### src/design/icache_cfg.svh
`ifndef ICACHE_CFG_SVH
`define ICACHE_CFG_SVH

// ##############################
// Address split
// ##############################

// Byte address width of the fetch side
`define ICACHE_ADDR_W 32

// 64 sets, direct-mapped
`define ICACHE_INDEX_W 6

// Four words per line, so 4 offset bits
`define ICACHE_TAG_W (`ICACHE_ADDR_W - `ICACHE_INDEX_W - 4)

// ##############################
// Control register map
// ##############################

`define ICACHE_REG_ADDR_W 2
`define ICACHE_REG_CTRL   2'd0
`define ICACHE_REG_HITS   2'd1
`define ICACHE_REG_FILLS  2'd2

`endif

### src/design/cpu_types_pkg.sv
`include "icache_cfg.svh"

package cpu_types_pkg;

    // Instruction or data word
    typedef logic [31:0] word_t;

    // Byte address
    typedef logic [`ICACHE_ADDR_W-1:0] addr_t;

    // One cache line, word 3 in the top bits
    typedef word_t [3:0] line_words_t;

    // Two consecutive instructions from one lookup
    typedef struct packed {
        word_t inst0;
        word_t inst1;
        logic  inst1_valid;
    } fetch_result_t;

endpackage

### src/design/icache_ctrl_regs.sv
`include "icache_cfg.svh"

module icache_ctrl_regs
    import cpu_types_pkg::*;
(
    input  logic                          clk,
    input  logic                          rst,
    input  logic                          reg_we,
    input  logic [`ICACHE_REG_ADDR_W-1:0] reg_addr,
    input  word_t                         reg_wdata,
    output word_t                         reg_rdata,
    input  logic                          hit_event,
    input  logic                          fill_event,
    output logic                          flush
);

    logic  flush_pend_q;
    logic  flush_last_q;
    logic  wr_flush;
    logic  wr_hits;
    logic  wr_fills;
    word_t hits_q;
    word_t fills_q;

    // ##############################
    // Write decode
    // ##############################

    assign wr_flush = reg_we && (reg_addr == `ICACHE_REG_CTRL) && reg_wdata[0];
    assign wr_hits  = reg_we && (reg_addr == `ICACHE_REG_HITS);
    assign wr_fills = reg_we && (reg_addr == `ICACHE_REG_FILLS);

    // Pending flush waits out a line write and never repeats back to back
    assign flush = flush_pend_q && !fill_event && !flush_last_q;

    always_ff @(posedge clk) begin
        if (rst) begin
            flush_pend_q <= 1'b0;
            flush_last_q <= 1'b0;
        end else begin
            flush_last_q <= flush;
            if (wr_flush) begin
                flush_pend_q <= 1'b1;
            end else if (flush) begin
                flush_pend_q <= 1'b0;
            end
        end
    end

    // ##############################
    // Event counters
    // ##############################

    // Clear by write wins over a same-cycle event
    always_ff @(posedge clk) begin
        if (rst || wr_hits) begin
            hits_q <= '0;
        end else if (hit_event) begin
            hits_q <= hits_q + 32'd1;
        end
    end

    always_ff @(posedge clk) begin
        if (rst || wr_fills) begin
            fills_q <= '0;
        end else if (fill_event) begin
            fills_q <= fills_q + 32'd1;
        end
    end

    always_comb begin
        case (reg_addr)
            `ICACHE_REG_CTRL:  reg_rdata = {31'd0, flush_pend_q};
            `ICACHE_REG_HITS:  reg_rdata = hits_q;
            `ICACHE_REG_FILLS: reg_rdata = fills_q;
            default:           reg_rdata = '0;
        endcase
    end

    a_flush_single: assert property (
        @(posedge clk) disable iff (rst) flush |=> !flush
    );

endmodule

### config.mk
export PLATFORM = sky130hd
export DESIGN_NAME = icache_ctrl_regs
export DESIGN_NICKNAME = d
export VERILOG_FILES = /design/src/design/cpu_types_pkg.sv /design/src/design/icache_ctrl_regs.sv
export VERILOG_INCLUDE_DIRS = /design/src /design/src/design
export SDC_FILE = /design/constraint.sdc
export NUM_CORES = 1
export LEC_CHECK = 0
export BUFFER_PORTS_ARGS = -buffer_cell sky130_fd_sc_hd__buf_2
export CORE_AREA = 2 2 83 93
export CTS_CLUSTER_DIAMETER = 50
export DETAILED_ROUTE_END_ITERATION = 8
export DIE_AREA = 0 0 85 95
export GPL_TIMING_DRIVEN = 0
export HOLD_SLACK_MARGIN = 0.05
export PLACE_DENSITY = 0.73
export SYNTH_ARGS = -nofsm -noshare
export SYNTH_HDL_FRONTEND = slang
export SYNTH_SLANG_ARGS = --single-unit
### constraint.sdc
create_clock -name clk -period 2.3 [get_ports clk]
set_input_delay 0.23 -clock clk [delete_from_list [all_inputs] [get_ports clk]]
set_output_delay 0.23 -clock clk [all_outputs]
set_load 0.05 [all_outputs]
==> flow_summary.toml <==
[logic_synthesis]
synth_adder_area_share_pct = 0.711
postSynthCellCount = 421
synth_simple_gate_area_share_pct = 29.2
synth-compound-area-share_pct = 21.1
synthFlopType = "dfxtp_1"
ys_async_sr_fraction_pct = 0
synth_mux_area_share_pct = 1.46
yosysSeqAreaShare_pct = 37.6
avgSynthCellArea_sq_um = 8.36
ys_warn_count = 0
synthesis.nets = 462
synth.ff_latch_count = 66
synth_top_family_by_area = "simple AND/OR/NAND/NOR gates"
synth-xor-area-share_pct = 5.97
synth_area_sq_um = 3520
synthDistinctLibCells = 32
synth_edf_count = 0

[cells_and_area]
fillCellCount = 657
insertedDiodeCount = 0
design_area_sq_um = 4080
final_layout_size_suffix_gt1_share_pct = 13.9
final_nets = 511
syn_to_final_growth_pct = 16.0
final_util_pct = 56.5

[critical_path]
start_kind = "flop"
timing_worst_setup_path_type = "flop to flop"
rrSetupSlack_ps = 140
endpoint_kind = "flop"
critical_path.startpoint = "fills_q[9]"
crit_fanout = 10
crit_arrival_ps = 2430
worstPathRequired_ps = 2570
worstReg2RegStart = "fills_q[9]"

[die]
start_util_pct = 48.7
dieHeight_um = 95
ios = 72
row_count = 33
coreArea_sq_um = 7230
die_w_um = 85
die_area_sq_um = 8080

[global_route]
grt_first_pass_wirelength_um = 15500
grt_max_degree = 12
grt_usage_pct = 24.1
grt_overflow_total = 0
antenna_found_initial = 0
grt_pass1_vias = 3144

[detailed_routing]
avgViaCountPerCell = 6.27
drt_iter0_markers = 236
ant_nets = 0
dr_total_vias = 3524
dr_wl_met2_um = 4690
dr.pass1.iters = 5
drt_wl_total_um = 9530
highest-signal-layer = "met4"
route.layer.met1.wl_um = 4080
dr_wl_met3_um = 493
avgRoutedWirePerCell_um = 17.0
drc = 0

[pwr]
p_sw_w = 0.000540
combinationalPowerShare_pct = 4.3
power.leakage_nw = 1.37
vdd_drop_max_uv = 506
intPower_w = 0.00196
p_per_area_nw_per_um2 = 612
swShare_pct = 21.6
p_clk_share_pct = 49.3
seq_power_share_pct = 46.4
finalPower_w = 0.00250

[sta]
setup_viol = 0
hold_viol = 0
final_min_period_over_clock_period_pct = 93.8
max_clock_freq_mhz = 463
tightestPinTransition_ps = 526
maxSlewViolCount = 0
rsz0062_at_grt = "false"
fin_tns_setup_ps = 0
fin_skew_ps = 8.47
fin_crit_ps = 2160
slew_headroom_pct = 64.9
fin_hold_ws_ps = 147

[hold_path]
hold_start = "rst"
hp-class = "primary input to flop"

[clock_tree]
insertion_delay_ps = 350
clock-sinks = 66
cts_setup_buffers = 0
clk_pin_slew_ps = 70
htreeDepth = 3
numCtsBuffers = 9
root_buffer = "clkbuf_8"
ctsHoldBuffers = 0
cts_tree = "built"
clock_path_buffers = 2

[flow_run]
maxCapViolations = 0

[placement]
routabilityCongestion = 0.850
port_buffers = 39
placed_area_sq_um = 3820
hpwlAfterDp_um = 7070

[status]
status = "complete, no violations"
[cells in the mapped netlist, types with 2 or more instances]
library cell | number | area, sq um
buf_2 | 6 | 30.0
mux2i_1 | 4 | 40.0
or4_1 | 27 | 203
clkbuf_1 | 22 | 82.6
nand2b_1 | 3 | 18.8
a21oi_1 | 37 | 185
o21ai_0 | 14 | 70.1
nor2_1 | 29 | 109
and3_1 | 7 | 43.8
xor2_1 | 14 | 123
and2_1 | 3 | 18.8
ha_1 | 2 | 25.0
nand2_1 | 22 | 82.6
dfxtp_1 | 66 | 1320
nand3_1 | 23 | 115
o31ai_1 | 21 | 158
o41ai_1 | 3 | 26.3
nor4_1 | 7 | 43.8
and4_1 | 8 | 70.1
xnor2_1 | 10 | 87.6
a21o_1 | 2 | 15.0
or3_1 | 13 | 81.3
nand4_1 | 29 | 181
o311ai_0 | 2 | 17.5
nand3_2 | 2 | 20.0
a22o_1 | 31 | 272
inv_1 | 7 | 26.3
nor2b_1 | 3 | 18.8
[routing by layer]
| metal | vias to the layer above | global-route usage (%) |
|---|---|---|
| li1 | 1726 | - |
| met1 | 1650 | 30.5 |
| met2 | 127 | 41.0 |
| met3 | 21 | 2.71 |
| met4 | 0 | 11.4 |
| met5 | - | 0 |
[registers in the layout (all words and copies together), names as in the netlist]
signal / count
fills_q: 32
flush_last_q: 1
flush_pend_q: 1
hits_q: 32
[path summary, 6_finish.rpt]
check / end / depth (start not counted)
min reg2reg: flush_pend_q / 2
max: fills_q[29] / 5
max reg2reg: fills_q[29] / 5
min: flush_pend_q / 2
[cell usage in the layout (no fill, tap or decap), types with 4 or more instances in the layout]
cell      synthesis  final
or4_1            27     27
nand4_1          29     29
xnor2_1          10     10
a22o_1           31     31
and4_1            8      8
xor2_1           14     14
a21oi_1          37     37
o31ai_1          21     21
dfxtp_1          66     64
buf_2             6     45
or3_1            13     13
and3_1            7      7
nand3_1          23     23
nor4_1            7      7
clkbuf_1         22     22
clkbuf_8          0     11
o21ai_0          14     14
inv_1             7      7
nor2_1           29     29
nand2_1          22     22
mux2i_1           4      4
[stage by stage]
stage	instances	worst slack, ps
global placement	547	148
global route	562	14.3
CTS	563	89.5
detailed placement	547	98.0
floorplan	421	416
finish	562	142
[area by class of cell]
type | count | area, sq um | area share (%)
buffer | 27 | 109 | 2.67
clock buffer | 12 | 155 | 3.80
clock inverter | 4 | 97.6 | 2.39
inverter | 7 | 26.3 | 0.644
multi-input combinational | 320 | 2070 | 50.6
sequential | 66 | 1320 | 32.4
tap | 87 | 109 | 2.67
timing repair buffer | 39 | 195 | 4.78
[worst max-delay path: stages (launching register included)]
cell and delay (ps):
dfxtp_1 460, nand4_1 220, or4_1 630, buf_2 220, or4_1 400, a21oi_1 150
[logic make-up (layout without fill, tap and decap cells)]
logic type | count (synthesis) | in the layout
xor gates and xnor gates | 24 | 24
muxes | 5 | 5
AOI/OAI and AO/OA | 110 | 110
DFF | 66 | 66
buffers and inverters | 35 | 89
adders and majority gates | 2 | 2
and+or+nand+nor | 179 | 179
[power groups by stage]
stage | Combinational (W) | Clock (W) | Sequential (W)
2_1_floorplan | 0.0000725 | 0 | 0.00118
3_3_place_gp | 0.000104 | 0 | 0.00119
3_5_place_dp | 0.000106 | 0 | 0.00119
4_1_cts | 0.000107 | 0.00124 | 0.00116
5_1_grt | 0.000118 | 0.00129 | 0.00116
6_report | 0.000106 | 0.00123 | 0.00116
[timing repair]
action,4_1_cts,5_1_grt
hold endpoints to repair,0,0
resized for setup,0,3
endpoints found under the setup margin,0,5
Power figures use the tool's default switching activity.
